===== src/fcb_pkg.sv =====
`default_nettype none

package fcb_pkg;

    localparam logic [2:0] REG_CONTROL  = 3'd0;  // Bit 0 program, bit 1 readback, bit 2 clear.
    localparam logic [2:0] REG_DATA     = 3'd1;
    localparam logic [2:0] REG_LENGTH   = 3'd2;  // Bitstream length in bits.
    localparam logic [2:0] REG_EXPECTED = 3'd3;
    localparam logic [2:0] REG_STATUS   = 3'd4;
    localparam logic [2:0] REG_READBACK = 3'd5;
    localparam logic [2:0] REG_CHECKSUM = 3'd6;

    localparam logic [31:0] ADLER_MOD    = 32'd65521;
    localparam logic [15:0] ADLER_INIT_A = 16'd1;

    typedef struct packed {
        logic        prog;  // Program request.
        logic        readback;
        logic        clear;  // One-cycle pulse.
        logic [31:0] length;
        logic [31:0] expected;
    } fcb_ctrl_t;

    typedef struct packed {
        logic        valid;
        logic [31:0] data;
    } fcb_word_t;

    // Field order gives word_done at bit 0 and busy at bit 6.
    typedef struct packed {
        logic busy;
        logic overflow;
        logic mismatch;
        logic match;
        logic check_done;
        logic load_done;
        logic word_done;
    } fcb_status_t;

    typedef struct packed {
        logic strobe;  // Readback bit valid on fpga_tail.
        logic last;
    } fcb_bit_t;

endpackage

`default_nettype wire


===== src/fcb_regs.sv =====
`timescale 1ns/1ps
`default_nettype none

module fcb_regs import fcb_pkg::*; #(
    parameter int WORD_DEPTH = 2
) (
    input  logic        clk,
    input  logic        reset,
    input  logic        wb_cyc,
    input  logic        wb_stb,
    input  logic        wb_we,
    input  logic [2:0]  wb_adr,
    input  logic [3:0]  wb_sel,
    input  logic [31:0] wb_dat_i,
    output logic [31:0] wb_dat_o,
    output logic        wb_ack,
    output fcb_ctrl_t   ctrl,
    output fcb_word_t   word,
    input  logic        credit_return,
    input  fcb_status_t status,
    input  logic [31:0] readback_word,
    input  logic [31:0] checksum
);

    localparam int CW = $clog2(WORD_DEPTH + 1);

    logic          req;
    logic          wr;
    logic          issue;
    logic          prog_q;
    logic          readback_q;
    logic          clear_q;
    logic [31:0]   length_q;
    logic [31:0]   expected_q;
    logic          word_valid;
    logic [31:0]   word_data;
    logic [CW-1:0] credits;
    logic          overflow;
    fcb_status_t   status_rd;

    function automatic logic [31:0] merge_lanes(input logic [31:0] old_val,
                                                input logic [31:0] new_val,
                                                input logic [3:0]  sel);
        logic [31:0] res;
        res = old_val;
        for (int i = 0; i < 4; i++) begin
            if (sel[i])
                res[i*8 +: 8] = new_val[i*8 +: 8];
        end
        return res;
    endfunction

    assign req   = wb_cyc && wb_stb && !wb_ack;
    assign wr    = req && wb_we;
    assign issue = wr && (wb_adr == REG_DATA) && (credits != '0);

    always_ff @(posedge clk or negedge reset) begin
        if (!reset) begin
            wb_ack     <= 1'b0;
            prog_q     <= 1'b0;
            readback_q <= 1'b0;
            clear_q    <= 1'b0;
            length_q   <= '0;
            expected_q <= '0;
            word_valid <= 1'b0;
            credits    <= CW'(WORD_DEPTH);
            overflow   <= 1'b0;
        end else begin
            wb_ack     <= req;
            clear_q    <= 1'b0;
            word_valid <= issue;
            credits    <= credits + CW'(credit_return) - CW'(issue);
            if (wr && wb_adr == REG_CONTROL && wb_sel[0]) begin
                prog_q     <= wb_dat_i[0];
                readback_q <= wb_dat_i[1];
                clear_q    <= wb_dat_i[2];  // Self-clearing.
            end
            if (wr && wb_adr == REG_LENGTH)
                length_q <= merge_lanes(length_q, wb_dat_i, wb_sel);
            if (wr && wb_adr == REG_EXPECTED)
                expected_q <= merge_lanes(expected_q, wb_dat_i, wb_sel);
            if (wr && wb_adr == REG_DATA && credits == '0)
                overflow <= 1'b1;  // Word dropped.
            if (clear_q) begin
                credits  <= CW'(WORD_DEPTH);  // Shifter flushes its buffer too.
                overflow <= 1'b0;
            end
        end
    end

    always_ff @(posedge clk) begin
        if (wr && wb_adr == REG_DATA)
            word_data <= merge_lanes(word_data, wb_dat_i, wb_sel);
    end

    always_comb begin
        status_rd          = status;
        status_rd.overflow = status.overflow | overflow;
    end

    always_ff @(posedge clk) begin
        if (req && !wb_we) begin
            case (wb_adr)
                REG_CONTROL:  wb_dat_o <= {30'd0, readback_q, prog_q};
                REG_LENGTH:   wb_dat_o <= length_q;
                REG_EXPECTED: wb_dat_o <= expected_q;
                REG_STATUS:   wb_dat_o <= {25'd0, status_rd};
                REG_READBACK: wb_dat_o <= readback_word;
                REG_CHECKSUM: wb_dat_o <= checksum;
                default:      wb_dat_o <= '0;  // Data port is write-only.
            endcase
        end
    end

    assign ctrl = '{prog: prog_q, readback: readback_q, clear: clear_q,
                    length: length_q, expected: expected_q};
    assign word = '{valid: word_valid, data: word_data};

    assert property (@(posedge clk) disable iff (!reset) credits <= CW'(WORD_DEPTH));

endmodule

`default_nettype wire


===== src/fcb_chain_shifter.sv =====
`timescale 1ns/1ps
`default_nettype none

module fcb_chain_shifter import fcb_pkg::*; #(
    parameter int WORD_DEPTH = 2
) (
    input  logic        clk,
    input  logic        reset,
    input  fcb_ctrl_t   ctrl,
    input  fcb_word_t   word,
    output logic        credit_return,
    input  logic        fpga_tail,
    output logic        fpga_head,
    output logic        prog_clk,
    output logic        config_reset,
    output fcb_bit_t    bit_out,
    output fcb_status_t state_status
);

    localparam int PW = (WORD_DEPTH > 1) ? $clog2(WORD_DEPTH) : 1;
    localparam int CW = $clog2(WORD_DEPTH + 1);

    typedef enum logic [1:0] {ST_IDLE, ST_LOAD, ST_READ} state_t;

    state_t        state;
    logic [31:0]   mem [WORD_DEPTH];
    logic [PW-1:0] wr_ptr;
    logic [PW-1:0] rd_ptr;
    logic [CW-1:0] count;
    logic [31:0]   sh_data;
    logic [31:0]   bit_cnt;  // Bits started so far.
    logic [31:0]   bit_nxt;
    logic [4:0]    wbit;
    logic          active;
    logic          phase;
    logic          word_done_q;
    logic          load_done_q;
    logic          strobe_q;
    logic          last_q;
    logic          rb_go_q;
    logic          empty;
    logic          full;
    logic          push;
    logic          pop;
    logic          bit_end;
    logic          last_bit;
    logic          word_end;
    logic          rb_go;

    assign empty    = (count == '0);
    assign full     = (count == CW'(WORD_DEPTH));
    assign push     = word.valid && !full;
    assign bit_nxt  = bit_cnt + 32'd1;
    assign last_bit = (bit_cnt == ctrl.length);
    assign bit_end  = active && phase;  // End of the prog_clk high cycle.
    assign word_end = (state == ST_LOAD) && bit_end && (wbit == 5'd31 || last_bit);
    assign pop      = (state == ST_LOAD) && !empty && (!active || (word_end && !last_bit));
    assign rb_go    = ctrl.readback && !ctrl.prog;

    always_ff @(posedge clk) begin
        if (push)
            mem[wr_ptr] <= word.data;
        if (pop)
            sh_data <= mem[rd_ptr];
        else if (bit_end)
            sh_data <= sh_data << 1;
    end

    always_ff @(posedge clk or negedge reset) begin
        if (!reset) begin
            state         <= ST_IDLE;
            wr_ptr        <= '0;
            rd_ptr        <= '0;
            count         <= '0;
            bit_cnt       <= '0;
            wbit          <= '0;
            active        <= 1'b0;
            phase         <= 1'b0;
            fpga_head     <= 1'b0;
            prog_clk      <= 1'b0;
            credit_return <= 1'b0;
            word_done_q   <= 1'b0;
            load_done_q   <= 1'b0;
            strobe_q      <= 1'b0;
            last_q        <= 1'b0;
            rb_go_q       <= 1'b0;
        end else if (ctrl.clear) begin
            state         <= ST_IDLE;
            wr_ptr        <= '0;
            rd_ptr        <= '0;
            count         <= '0;
            bit_cnt       <= '0;
            active        <= 1'b0;
            phase         <= 1'b0;
            fpga_head     <= 1'b0;
            prog_clk      <= 1'b0;
            credit_return <= 1'b0;
            word_done_q   <= 1'b0;
            load_done_q   <= 1'b0;  // Raises config_reset again.
            strobe_q      <= 1'b0;
            last_q        <= 1'b0;
            rb_go_q       <= rb_go;
        end else begin
            rb_go_q       <= rb_go;
            credit_return <= 1'b0;
            strobe_q      <= 1'b0;
            last_q        <= 1'b0;
            count         <= count + CW'(push) - CW'(pop);
            if (push)
                wr_ptr <= (wr_ptr == PW'(WORD_DEPTH - 1)) ? '0 : wr_ptr + 1'b1;
            if (pop)
                rd_ptr <= (rd_ptr == PW'(WORD_DEPTH - 1)) ? '0 : rd_ptr + 1'b1;
            if (active && !phase) begin
                prog_clk <= 1'b1;
                phase    <= 1'b1;
            end
            if (bit_end) begin
                prog_clk <= 1'b0;
                phase    <= 1'b0;
            end
            case (state)
                ST_IDLE: begin
                    bit_cnt <= '0;
                    if (ctrl.prog && !ctrl.readback && !load_done_q && ctrl.length != '0)
                        state <= ST_LOAD;
                    else if (rb_go && !rb_go_q && ctrl.length != '0)
                        state <= ST_READ;
                end
                ST_LOAD: begin
                    if (word_end) begin
                        credit_return <= 1'b1;
                        word_done_q   <= 1'b1;
                    end
                    if (pop) begin
                        fpga_head <= mem[rd_ptr][31];  // MSB first.
                        active    <= 1'b1;
                        wbit      <= '0;
                        bit_cnt   <= bit_nxt;
                        if (!active)
                            word_done_q <= 1'b0;
                    end else if (bit_end) begin
                        if (last_bit) begin
                            active      <= 1'b0;
                            load_done_q <= 1'b1;
                            state       <= ST_IDLE;
                        end else if (wbit == 5'd31) begin
                            active <= 1'b0;  // Stall until the next word.
                        end else begin
                            fpga_head <= sh_data[30];
                            wbit      <= wbit + 5'd1;
                            bit_cnt   <= bit_nxt;
                        end
                    end
                end
                ST_READ: begin
                    if (!active || (bit_end && !last_bit)) begin
                        fpga_head <= fpga_tail;  // Recirculate.
                        strobe_q  <= 1'b1;
                        last_q    <= (bit_nxt == ctrl.length);
                        active    <= 1'b1;
                        bit_cnt   <= bit_nxt;
                    end else if (bit_end) begin
                        active <= 1'b0;
                        state  <= ST_IDLE;
                    end
                end
                default: state <= ST_IDLE;
            endcase
        end
    end

    assign config_reset = !load_done_q;
    assign bit_out      = '{strobe: strobe_q, last: last_q};
    assign state_status = '{word_done: word_done_q, load_done: load_done_q,
                            busy: (state != ST_IDLE), default: 1'b0};

    // Credits from fcb_regs must keep the buffer from overrunning.
    assert property (@(posedge clk) disable iff (!reset) !(word.valid && full));
    assert property (@(posedge clk) disable iff (!reset) prog_clk |=> !prog_clk);

endmodule

`default_nettype wire


===== src/fcb_readback_adler.sv =====
`timescale 1ns/1ps
`default_nettype none

module fcb_readback_adler import fcb_pkg::*; (
    input  logic        clk,
    input  logic        reset,
    input  fcb_ctrl_t   ctrl,
    input  fcb_bit_t    bit_in,
    input  logic        fpga_tail,
    output logic [31:0] readback_word,
    output logic [31:0] checksum,
    output fcb_status_t check_status
);

    logic [15:0] acc_a;
    logic [15:0] acc_b;
    logic [7:0]  byte_q;
    logic [7:0]  byte_next;
    logic [7:0]  fold_byte;
    logic [2:0]  bit_idx;
    logic [16:0] a_sum;
    logic [16:0] b_sum;
    logic [15:0] a_new;
    logic [15:0] b_new;
    logic        rb_go;
    logic        rb_go_q;
    logic        cmp_pend;
    logic        check_done_q;
    logic        match_q;
    logic        mismatch_q;

    assign rb_go     = ctrl.readback && !ctrl.prog;
    assign byte_next = {byte_q[6:0], fpga_tail};
    assign fold_byte = byte_next << (3'd7 - bit_idx);  // Partial byte padded in low bits.

    always_comb begin
        a_sum = {1'b0, acc_a} + {9'd0, fold_byte};
        a_new = (a_sum >= ADLER_MOD) ? 16'(a_sum - ADLER_MOD) : a_sum[15:0];
        b_sum = {1'b0, acc_b} + {1'b0, a_new};
        b_new = (b_sum >= ADLER_MOD) ? 16'(b_sum - ADLER_MOD) : b_sum[15:0];
    end

    always_ff @(posedge clk) begin
        if (bit_in.strobe) begin
            byte_q        <= byte_next;
            readback_word <= {readback_word[30:0], fpga_tail};
        end
    end

    always_ff @(posedge clk or negedge reset) begin
        if (!reset) begin
            acc_a        <= ADLER_INIT_A;
            acc_b        <= '0;
            bit_idx      <= '0;
            rb_go_q      <= 1'b0;
            cmp_pend     <= 1'b0;
            check_done_q <= 1'b0;
            match_q      <= 1'b0;
            mismatch_q   <= 1'b0;
        end else begin
            rb_go_q  <= rb_go;
            cmp_pend <= 1'b0;
            if (ctrl.clear || (rb_go && !rb_go_q)) begin
                acc_a        <= ADLER_INIT_A;  // New run.
                acc_b        <= '0;
                bit_idx      <= '0;
                check_done_q <= 1'b0;
                match_q      <= 1'b0;
                mismatch_q   <= 1'b0;
            end else begin
                if (bit_in.strobe) begin
                    bit_idx  <= bit_idx + 3'd1;
                    cmp_pend <= bit_in.last;
                    if (bit_idx == 3'd7 || bit_in.last) begin
                        acc_a   <= a_new;
                        acc_b   <= b_new;
                        bit_idx <= '0;
                    end
                end
                if (cmp_pend) begin
                    check_done_q <= 1'b1;
                    match_q      <= (checksum == ctrl.expected);
                    mismatch_q   <= (checksum != ctrl.expected);
                end
            end
        end
    end

    assign checksum     = {acc_b, acc_a};
    assign check_status = '{check_done: check_done_q, match: match_q,
                            mismatch: mismatch_q, default: 1'b0};

    assert property (@(posedge clk) disable iff (!reset) !(match_q && mismatch_q));

endmodule

`default_nettype wire


===== src/fcb_top.sv =====
`timescale 1ns/1ps
`default_nettype none

module fcb_top import fcb_pkg::*; #(
    parameter int WORD_DEPTH = 2
) (
    input  logic        clk,
    input  logic        reset,
    input  logic        wb_cyc,
    input  logic        wb_stb,
    input  logic        wb_we,
    input  logic [2:0]  wb_adr,
    input  logic [3:0]  wb_sel,
    input  logic [31:0] wb_dat_i,
    output logic [31:0] wb_dat_o,
    output logic        wb_ack,
    input  logic        fpga_tail,
    output logic        fpga_head,
    output logic        prog_clk,
    output logic        config_reset
);

    fcb_ctrl_t   ctrl;
    fcb_word_t   word;
    fcb_bit_t    rb_bit;
    fcb_status_t shift_status;
    fcb_status_t check_status;
    fcb_status_t status;
    logic        credit_return;
    logic [31:0] readback_word;
    logic [31:0] checksum;

    assign status = fcb_status_t'(shift_status | check_status);  // Disjoint fields.

    fcb_regs #(.WORD_DEPTH(WORD_DEPTH)) u_regs (
        .clk, .reset, .wb_cyc, .wb_stb, .wb_we, .wb_adr, .wb_sel, .wb_dat_i,
        .wb_dat_o, .wb_ack, .ctrl, .word, .credit_return, .status,
        .readback_word, .checksum
    );

    fcb_chain_shifter #(.WORD_DEPTH(WORD_DEPTH)) u_shifter (
        .clk, .reset, .ctrl, .word, .credit_return, .fpga_tail, .fpga_head,
        .prog_clk, .config_reset, .bit_out(rb_bit), .state_status(shift_status)
    );

    fcb_readback_adler u_adler (
        .clk, .reset, .ctrl, .bit_in(rb_bit), .fpga_tail, .readback_word,
        .checksum, .check_status
    );

endmodule

`default_nettype wire


===== config.mk =====
export PLATFORM = sky130hd
export DESIGN_NAME = fcb_top
export DESIGN_NICKNAME = d
export VERILOG_FILES = /design/src/fcb_pkg.sv /design/src/fcb_regs.sv /design/src/fcb_chain_shifter.sv /design/src/fcb_readback_adler.sv /design/src/fcb_top.sv
export SDC_FILE = /design/constraint.sdc
export NUM_CORES = 1
export LEC_CHECK = 0
export ABC_CLOCK_PERIOD_IN_PS = 7750
export BUFFER_PORTS_ARGS = -buffer_cell sky130_fd_sc_hd__buf_2
export CORE_MARGIN = 2
export CORE_UTILIZATION = 45
export DETAILED_ROUTE_END_ITERATION = 6
export SETUP_SLACK_MARGIN = 0.1
export SYNTH_ARGS = -nofsm -noshare
export SYNTH_HDL_FRONTEND = slang
export SYNTH_HIERARCHICAL = 1
export SYNTH_SLANG_ARGS = --single-unit

===== constraint.sdc =====
create_clock -name clk -period 7.75 [get_ports clk]
set_input_delay 0.775 -clock clk [delete_from_list [all_inputs] [get_ports clk]]
set_output_delay 0.775 -clock clk [all_outputs]
set_load 0.01 [all_outputs]

* Word-level counts from Yosys, hierarchy flattened
Memories as Yosys holds them, arrays and structs flattened. Index checks and enable logic that the tools add are counted.
Word-level totals: RAM bits 64, memories kept 1, input bits 45, bits in registers 297, output and inout bits 36, logic and storage cells 269
Memory list:
- u_shifter.mem | words 2, width 32, rd ports 1, clocked after Yosys merged registers in 0, wr ports 1, line fcb_chain_shifter.sv:26 | logic [31:0] mem [WORD_DEPTH];
Operators by class: $lt $le $gt $ge 2, $add $sub $neg 14, eq/ne operators 30, bitwise logic cells 3, reductions and logical operators 81, multiplexer cells 92, shift-type cells 1
Operators by type and width (number):
- two-way mux 32 bit | 6
- one-hot mux 32 bit (6 select lines) | 1
- two-way mux 16 bit | 8
- equality test 32 bit | 3
- one-hot mux 32 bit (3 select lines) | 1
- two-way mux 31 bit | 2
- two-way mux 1 bit | 54
- >= comparator 17 x 16 -> 1 bit, second input constant | 2
- adder 32 x 1 -> 32 bit, second input constant | 1
- inequality test 32 bit | 1
- nonzero test 32 bit | 1
- subtractor 16 bit, second input constant | 2
- logical AND 1 bit | 26
- AND reduction 2 bit | 13
- nonzero test 2 bit | 12
- two-way mux 2 bit | 10
- two-way mux 5 bit | 4
- adder 16 x 16 -> 17 bit | 1
- adder 16 x 8 -> 17 bit | 1
- AND reduction 5 bit | 3
- equality test 3 bit, second input constant | 4
- inequality test 3 x 2 -> 1 bit, second input constant | 4
- inequality test 4 x 2 -> 1 bit, second input constant | 3
- zero test 1 bit | 11
- other kinds (30) | 49

* Logic depth before layout (Yosys ltp)
Gate-level depths: netlist (run 1).
depth in word-level cells 11, mapped depth 29

* Cells and area by module
The synthesis (run 1) kept the hierarchy.
By module, submodules not included:
- fcb_chain_shifter | seq. area each 4154.0 um^2, cells each 759, area an instance 7895.1 um^2, times used 1
- fcb_regs | seq. area each 3724.8 um^2, cells each 376, area an instance 5813.1 um^2, times used 1
- fcb_readback_adler | seq. area each 1963.1 um^2, cells each 588, area an instance 5436.5 um^2, times used 1
- fcb_top | seq. area each 0.0 um^2, cells each 7, area an instance 43.8 um^2, times used 1

* Worst setup path before layout (run 1)
No wires, ideal clock.
kind register -> register, from register u_adler.bit_idx[0], to register u_adler.acc_b[14], setup time 0.130 ns, data arrival time 6.438 ns, cell stages (with the launch flop) 29, required time 7.620 ns, setup slack 1.181 ns, path through dfrtp_1 clkbuf_1 mux2_2 o21ai_0 o22ai_1 ha_1 buf_2 a21o_1 a21oi_1 a211o_1 a21oi_1 o21ai_0 a2111oi_4 nor2_2 or3_1 xnor2_1 ha_1 buf_2 nand2_1 or2_1 or4b_1 o2111a_1 o32ai_2 nand4_1 o31a_1 buf_6 nor4_1 xor2_1 o21ai_1
On the way: cells in the longest elaborated chain, start to end 11, elaborated cells on any way between the ends 17, classes of those cells add/sub (5); order compare (2); eq/ne (1); shift (1); mux (5); reduce/logical (3)
RTL lines:
- start: declaration | line fcb_readback_adler.sv:20 | logic [2:0] bit_idx;
- start signal: assignment | line fcb_readback_adler.sv:72 | bit_idx <= bit_idx + 3'd1;
- subtractor 3 bit | line fcb_readback_adler.sv:34 | assign fold_byte = byte_next << (3'd7 - bit_idx);
- left shift 8 x 3 -> 8 bit | line fcb_readback_adler.sv:34
- adder 16 x 8 -> 17 bit | line fcb_readback_adler.sv:37 | a_sum = {1'b0, acc_a} + {9'd0, fold_byte};
- subtractor 16 bit / >= comparator 17 x 16 -> 1 bit (equally long branches) | line fcb_readback_adler.sv:38 | a_new = (a_sum >= ADLER_MOD) ? 16'(a_sum - ADLER_MOD) : a_sum[15:0];
- two-way mux 16 bit | line fcb_readback_adler.sv:38
- adder 16 x 16 -> 17 bit | line fcb_readback_adler.sv:39 | b_sum = {1'b0, acc_b} + {1'b0, a_new};
- subtractor 16 bit / >= comparator 17 x 16 -> 1 bit (equally long branches) | line fcb_readback_adler.sv:40 | b_new = (b_sum >= ADLER_MOD) ? 16'(b_sum - ADLER_MOD) : b_sum[15:0];
- two-way mux 16 bit | line fcb_readback_adler.sv:40
- two-way mux 16 bit | line fcb_readback_adler.sv:74 | if (bit_idx == 3'd7 || bit_in.last) begin
- two-way mux 16 bit | line fcb_readback_adler.sv:71 | if (bit_in.strobe) begin
- two-way mux 16 bit | line fcb_readback_adler.sv:63 | if (ctrl.clear || (rb_go && !rb_go_q)) begin
- end signal: assignment | line fcb_readback_adler.sv:76 | acc_b <= b_new;
- end: declaration | line fcb_readback_adler.sv:16 | logic [15:0] acc_b;
Parallel ways exist; a longest one is shown, timed or not. The select of a mux whose other input is x is not followed. A chain may end at the register's enable or synchronous reset.

* Worst setup path after layout (run 1)
from register u_adler.bit_idx[0], to register u_adler.acc_b[8]
The elaborated chain is that of the path after synthesis.

==> key figures, run 1 <==
Die
  • Die height: 210 µm
  • Die footprint: 44300 µm²
  • Die Wd: 210 µm
  • I/O Pins: 81
  • Area of the core: 42000 µm²
  • Initial Utilization: 45.6%
  • Rows: 75

Logic synthesis
  • FFs w/ async S/R, synth: 46.2%
  • Seq/Total Area, Yosys: 51.3%
  • Post-Syn Instances: 1730
  • Synthesized area: 19200 µm²
  • Mapped Avg Cell Area: 11.1 µm²
  • Synth cell types: 95
  • Top_reg_cell synth: edfxtp_1
  • Synthesis-stage register bit count: 355
  • EDFF count, synth: 191
  • Synth warn: 6

Critical path
  • Crit path required time: 8150 ps
  • Reg2reg setup slack: 540 ps
  • CP top delay family: compound AO/OA/AOI/OAI gates
  • CP max FO: 15
  • Setup crit end kind: flop
  • CP cell instances: mux2_2 -> o21ai_0 -> o22ai_1 -> ha_1 -> a21o_1 -> a21oi_1 -> a211o_1 -> a21oi_1 -> o21ai_0 -> a2111oi_4 -> nor2_2 -> or3_1 -> xnor2_1 -> ha_1 -> nand2_1 -> or2_1 -> or4b_1 -> o2111a_1 -> o32ai_2 -> nand4_1 -> o31a_1 -> nor4b_1 -> xor2_1 -> o21ai_1
  • Startpoint types: flop
  • CP max stage delay: 520 ps
  • WS Path Type: flop to flop
  • Data arrival, critical path: 7610 ps
  • CP max stage cell: dfrtp_2
  • Worst Path Buf+Inv: 0

Clocking
  • Worst-path clk slew: 60 ps
  • Post-CTS Setup Inserts: 0
  • Clock sinks: 355
  • Root buffer cell: clkbuf_16
  • Clock Path Buffers: 3
  • Total CTS buffers: 39
  • CTS tree: yes
  • Later-pin clock latency in the skew report: 550 ps
  • H-tree depth: 2

Run
  • Max-Cap Viols: 0

Layout
  • Net count, final: 1844
  • Layout cells sized above 1: 16.0%
  • Fill cells: 3833
  • Area grow syn2layout: 9.98%

Place
  • RePlAce Congestion: 0.904
  • I/O Buffers: 80
  • Hpwl dp: 38300 µm

STA
  • Tmin final: 7210 ps
  • RSZ-0062 raised after global routing: false
  • Clock skew: 23.7 ps
  • Post-Route Setup TNS: 0 ps
  • Final Hold Viols: 0
  • Worst-Margin Slew: 1130 ps
  • Slew headroom: 24.1%
  • Slew Limit Fails: 0
  • Final setup viols: 0
  • Fmax: 139 MHz
  • Tcrit/Tclk final: 93.1%

Global routing
  • Vias in the first global route: 13425
  • First-pass GRT wire length: 81000 µm
  • Grt ovf: 0
  • Largest net degree at the start of global routing: 97
  • Initial antenna violation count: 7
  • Total global-route track usage: 23.8%

Drt
  • Routed WL per cell: 22.7 µm
  • Vias/cell: 5.97
  • Vias: 13894
  • DRC violations left: 0
  • DRT antenna net count: 0
  • Post-Route WL: 52700 µm
  • First-pass DRT Iterations: 7
  • DRT iter0 DRCs: 1116

Run status
  • Outcome: complete, no violations

Worst hold path
  • HP Class: primary input to async pin

Power and ir drop
  • Tot Pwr: 7110 µW
  • Worst VDD drop: 0.000275 V
  • Leakage: 0.00840 µW
  • Power Density: 337 nW/µm²
## stage by stage
step           util [%]  worst slack [ps]  area, µm²  cells  hold slack (ps)
6_report           50.2               538      21100   2328              342
5_1_grt            50.2               107      21100   2327              424
3_5_place_dp       47.1               394      19800   2253              431
3_3_place_gp       47.1               532      19800   2253              423
2_1_floorplan         -              1180      19200   1736              421
4_1_cts            50.1               447      21100   2324              405
## synthesized netlist by cell type (8+ instances only)
cell type,number,area [µm²]
clkbuf_1,57,214
mux2_2,73,822
buf_4,24,180
dfrtp_1,162,4050
ha_1,42,526
a22oi_1,32,240
or4_1,16,120
or2_2,9,56.3
a22o_1,8,70.1
inv_1,49,184
nand2b_1,11,68.8
edfxtp_1,191,5740
or2_1,8,50.1
xor2_1,36,315
a21o_1,17,128
or3_1,25,156
nor3_1,19,95.1
and3_1,13,81.3
nand4_1,35,219
o21ai_0,107,536
mux2i_1,73,731
nor4_1,29,181
nand3_1,42,210
a211oi_1,9,67.6
a21oi_1,85,425
and2_1,15,93.8
xnor2_1,94,823
buf_2,25,125
nand2_1,138,518
a31oi_1,11,68.8
o22ai_1,34,213
nor2b_1,18,113
nor2_1,68,255
## cell type report
cell class              count  area [µm²]  area share (%)
diodes                      4        10.0          0.0474
flip-flops and latches    355        9840            46.6
inverters                  49         184           0.872
multi-input cells        1215        8600            40.8
well taps                 539         674            3.20
clock buffers              43        1010            4.79
repair buffers             95         519            2.46
clock inverters            28         258            1.22
## metal layers
metal	wire [µm]	GRT usage, %
met5	13	0
met4	1410	7.89
met3	2880	3.53
met2	24700	38.4
met1	23700	33.3
## placed cells by master (no fill, tap or decap), types with 32 or more instances in the layout
cell	synthesis	final
o22ai_1	34	34
nand4_1	35	35
mux2_2	73	73
nand2_1	138	138
mux2i_1	73	73
buf_2	25	79
o21ai_0	107	107
edfxtp_1	191	191
nand3_1	42	42
dfrtp_1	162	160
a21oi_1	85	85
nor2_1	68	66
xnor2_1	94	94
xor2_1	36	36
clkbuf_16	0	39
inv_1	49	49
a22oi_1	32	32
ha_1	42	42
## repair_timing
item / in CTS / in global routing
hold buffers: 0 / 0
gates resized for setup: 0 / 3
setup endpoints to repair: 0 / 6
endpoints found under the hold margin: 0 / 0
## power breakdown
part / internal (µW) / total [µW] / switching (µW) / leakage, µW
Combinational: 1010 / 2610 / 1600 / 0.00384
Clock: 1050 / 1830 / 780 / 0.000621
Sequential: 2330 / 2670 / 337 / 0.00394
Total: 4390 / 7110 / 2720 / 0.00840
## registers in the layout (all words and copies together) (netlist names), 2 cells and up
signal                 count
u_regs/word_data          32
u_adler/acc_b             16
u_adler/readback_word     32
u_regs/credits             2
u_regs/wb_dat_o           32
u_adler/bit_idx            3
u_shifter/sh_data         31
u_regs/expected_q         32
u_shifter/state            2
u_shifter/mem             64
u_regs/length_q           32
u_shifter/bit_cnt         32
u_adler/acc_a             16
u_shifter/count            2
u_shifter/wbit             5
## path summary, 6_finish.rpt
path | from | end | depth (start not counted)
worst max-delay path | u_adler/bit_idx[0] | u_adler/acc_b[8] | 24
min in group clk | u_regs/word_data[10] | u_shifter/mem[0][10] | 0
worst min register to register | u_regs/word_data[10] | u_shifter/mem[0][10] | 0
worst max register to register | u_adler/bit_idx[0] | u_adler/acc_b[8] | 24
max in group asynchronous | reset | u_regs/length_q[20] | 2
worst min-delay path | reset | u_adler/bit_idx[1] | 1
## logic make-up after synthesis
logic type	Yosys count	synth area share [%]
adder cells (fa/ha/maj)	44	2.95
multiplexers	147	8.21
AND/OR/NAND/NOR	497	14.3
XOR/XNOR	130	5.93
AO/OA/AOI/OAI	389	13.1
other	2	0.0391
buffers and inverters	166	4.13
flip-flops	355	51.3
Power figures use the tool's default switching activity.
==> inputs of run 2 (changes only) <==
--- a/config.mk
+++ b/config.mk
@@ -13,5 +13,4 @@
 export SETUP_SLACK_MARGIN = 0.1
 export SYNTH_ARGS = -nofsm -noshare
 export SYNTH_HDL_FRONTEND = slang
-export SYNTH_HIERARCHICAL = 1
 export SYNTH_SLANG_ARGS = --single-unit
==> key figures, run 2 <==
Run status
  • Outcome: complete, no violations (unchanged)

Logic synthesis
  • Top_reg_cell synth: edfxtp_1 (unchanged)
  • EDFF count, synth: 191 (unchanged)
  • Synthesis-stage register bit count: 354 (was 355)
  • Synthesized area: 18400 µm² (was 19200 µm²)
  • Mapped Avg Cell Area: 11.3 µm² (was 11.1 µm²)
  • Synth cell types: 86 (was 95)
  • Post-synth top cells: edfxtp_1, dfrtp_1, nor2_1 (was edfxtp_1, dfrtp_1, nand2_1)
  • Count leader, synth: edfxtp_1 (unchanged)
  • Synth area leaders: edfxtp_1, dfrtp_1, mux2_2, xnor2_1, xor2_1 (was edfxtp_1, dfrtp_1, xnor2_1, mux2_2, mux2i_1)
  • Synthesized Nets: 1722
  • Synth warn: 0 (was 6)
  • Post-Syn Instances: 1633 (was 1730)
  • Seq/Total Area, Yosys: 53.4% (was 51.3%)
  • FFs w/ async S/R, synth: 46.0% (was 46.2%)
  • Area leader, netlist: edfxtp_1 (unchanged)
  • Share of the synthesized area in the top cell type: 31.2% (was 29.9%)

Critical path
  • WS Path Type: flop to flop (unchanged)
  • CP max stage cell: dfrtp_1 (was dfrtp_2)
  • Setup crit end kind: flop (unchanged)
  • CP max FO: 14 (was 15)
  • Startpoint types: flop (unchanged)
  • Reg2reg setup slack: 800 ps (was 540 ps)
  • Crit path from: u_adler.bit_idx[0] (was u_adler/bit_idx[0])
  • R2R Path Start: u_adler.bit_idx[0] (was u_adler/bit_idx[0])
  • Data arrival, critical path: 7390 ps (was 7610 ps)
  • Worst reg2reg path depth: 26 (was 24)
  • R2R Path End: u_adler.acc_b[14] (was u_adler/acc_b[8])
  • CP top delay family: compound AO/OA/AOI/OAI gates (unchanged)
  • Crit path capture: u_adler.acc_b[14] (was u_adler/acc_b[8])
  • CP max stage delay: 670 ps (was 520 ps)
  • Crit path required time: 8190 ps (was 8150 ps)
  • Critical Path Stages: 26 (was 24)
  • Worst Path Buf+Inv: 2 (was 0)

Layout
  • Ant diodes: 0 (was 4)
  • Layout cells sized above 1: 15.3% (was 16.0%)
  • Post-route core utilization: 50.7% (was 50.2%)
  • Max reg flops: 64 (unchanged)
  • Net count, final: 1768 (was 1844)
  • Most common cell after layout, fill and taps aside: edfxtp_1 (unchanged)
  • Most frequent cells in the layout: edfxtp_1, dfrtp_1, nor2_1, nand2_1, a21oi_1 (was edfxtp_1, dfrtp_1, nand2_1, o21ai_0, xnor2_1)
  • Largest Register: u_shifter.mem (was u_shifter/mem)
  • Area grow syn2layout: 11.8% (was 9.98%)
  • Fill cells: 3599 (was 3833)

Run
  • Max-Cap Viols: 0 (unchanged)

Clocking
  • Root buffer cell: clkbuf_16 (unchanged)
  • CTS resizes: 0 (unchanged)
  • Hold Buf Count CTS: 0 (unchanged)
  • Post-CTS Setup Inserts: 0 (unchanged)
  • Clock Path Buffers: 3 (unchanged)
  • CTS tree: yes (unchanged)
  • H-tree depth: 2 (unchanged)
  • Total CTS buffers: 39 (unchanged)
  • Clock sinks: 354 (was 355)
  • Later-pin clock latency in the skew report: 540 ps (was 550 ps)
  • Worst-path clk slew: 70 ps (was 60 ps)

STA
  • Clock skew: 17.5 ps (was 23.7 ps)
  • Final setup viols: 0 (unchanged)
  • Slew Limit Fails: 0 (unchanged)
  • Tmin final: 6950 ps (was 7210 ps)
  • Fmax: 144 MHz (was 139 MHz)
  • Tcrit/Tclk final: 89.6% (was 93.1%)
  • RSZ-0062 raised after global routing: false (unchanged)
  • Final Hold Viols: 0 (unchanged)
  • Worst-Margin Slew: 1060 ps (was 1130 ps)
  • Post-Route Setup TNS: 0 ps (unchanged)
  • Slew headroom: 29.1% (was 24.1%)
  • WHS: 190 ps (was 342 ps)

Global routing
  • First-pass GRT wire length: 74300 µm (was 81000 µm)
  • Initial antenna violation count: 1 (was 7)
  • Largest net degree at the start of global routing: 71 (was 97)
  • Total global-route track usage: 23.0% (was 23.8%)
  • Grt ovf: 0 (unchanged)
  • Vias in the first global route: 12633 (was 13425)

Place
  • Hpwl dp: 35800 µm (was 38300 µm)
  • RePlAce Congestion: 0.918 (was 0.904)
  • I/O Buffers: 80 (unchanged)

Die
  • Die footprint: 42500 µm² (was 44300 µm²)
  • Initial Utilization: 45.4% (was 45.6%)
  • Die Wd: 206 µm (was 210 µm)
  • Area of the core: 40600 µm² (was 42000 µm²)
  • I/O Pins: 81 (unchanged)
  • Rows: 74 (was 75)
  • Die height: 206 µm (was 210 µm)

Drt
  • Post-Route WL: 48700 µm (was 52700 µm)
  • Vias: 13084 (was 13894)
  • Routed WL per cell: 21.7 µm (was 22.7 µm)
  • DRC violations left: 0 (unchanged)
  • DRT iter0 DRCs: 1279 (was 1116)
  • Vias/cell: 5.84 (was 5.97)
  • First-pass DRT Iterations: 5 (was 7)
  • DRT antenna net count: 0 (unchanged)

Power and ir drop
  • Power Density: 321 nW/µm² (was 337 nW/µm²)
  • Leakage: 0.00831 µW (was 0.00840 µW)
  • Worst VDD drop: 0.000136 V (was 0.000275 V)

Worst hold path
  • HP Class: primary input to async pin (unchanged)
[run 2: power breakdown]
group | total, µW | leakage [µW] | internal [µW] | switching, µW
logic | 2050 | 0.00373 | 780 | 1270
clock network | 1900 | 0.000633 | 1140 | 760
registers | 2650 | 0.00395 | 2310 | 335
[run 2: logic make-up after synthesis]
logic type                 synth area share [%]
and+or+nand+nor                            13.1
DFF                                        53.4
xor gates and xnor gates                   6.76
buffers and inverters                      2.90
AOI/OAI and AO/OA                          13.7
adders and majority gates                  3.07
muxes                                      7.10
[run 2: per-layer routing]
metal / vias up / GRT usage, % / share of wire (%)
met5: - / 0 / 0
met4: 0 / 7.27 / 3.0
met3: 82 / 2.71 / 5.0
li1: 6146 / - / -
met2: 377 / 37.1 / 46
met1: 6479 / 32.6 / 46
[run 2: through the flow]
| step | setup WS, ps | total power (µW) | instance area [µm²] | instances |
|---|---|---|---|---|
| 5_1_grt | 128 | 6950 | 20600 | 2241 |
| 3_3_place_gp | 908 | 4670 | 19200 | 2170 |
| 6_report | 803 | 6600 | 20600 | 2241 |
| 4_1_cts | 835 | 6620 | 20600 | 2241 |
| 3_5_place_dp | 732 | 4710 | 19200 | 2170 |
| 2_1_floorplan | 1530 | 4080 | 18400 | 1633 |
[run 2: layout make-up]
cell class | instances | area [µm²] | area share (%)
Sequential cell | 354 | 9820 | 47.8
Multi-Input combinational cell | 1149 | 8080 | 39.3
Clock buffer | 52 | 1110 | 5.39
Tap cell | 532 | 666 | 3.24
Timing Repair Buffer | 96 | 527 | 2.56
Clock inverter | 19 | 215 | 1.05
Inverter | 39 | 146 | 0.712
[run 2: worst register-to-register path: stages, from the launching register on]
cell	delay, ps
dfrtp_1	670
mux2_2	420
o21ai_0	230
nor2_1	80
ha_1	380
nand2_1	100
nor3b_2	300
o2111ai_2	280
a21bo_2	270
xor2_1	150
nand4b_1	300
o31ai_2	250
buf_4	210
xnor2_1	170
ha_1	220
inv_1	60
fa_1	390
nand3b_1	300
a21o_1	250
a21oi_1	210
o22ai_1	140
or2_2	300
a211oi_1	290
a31o_2	400
nand4b_1	150
xor2_1	170
o21ai_0	160
[run 2: how the worst min path moves through the flow]
stage / from / to / slack, ps
finish: reset / u_regs.expected_q[29] / 190
global route: reset / u_shifter.bit_cnt[28] / 220
CTS: reset / u_shifter.bit_cnt[23] / 190
detailed placement: u_regs.word_data[16] / u_shifter.mem[0][16] / 430
global placement: u_regs.word_data[30] / u_shifter.mem[1][30] / 420
floorplan: u_regs.word_data[0] / u_shifter.mem[0][0] / 420
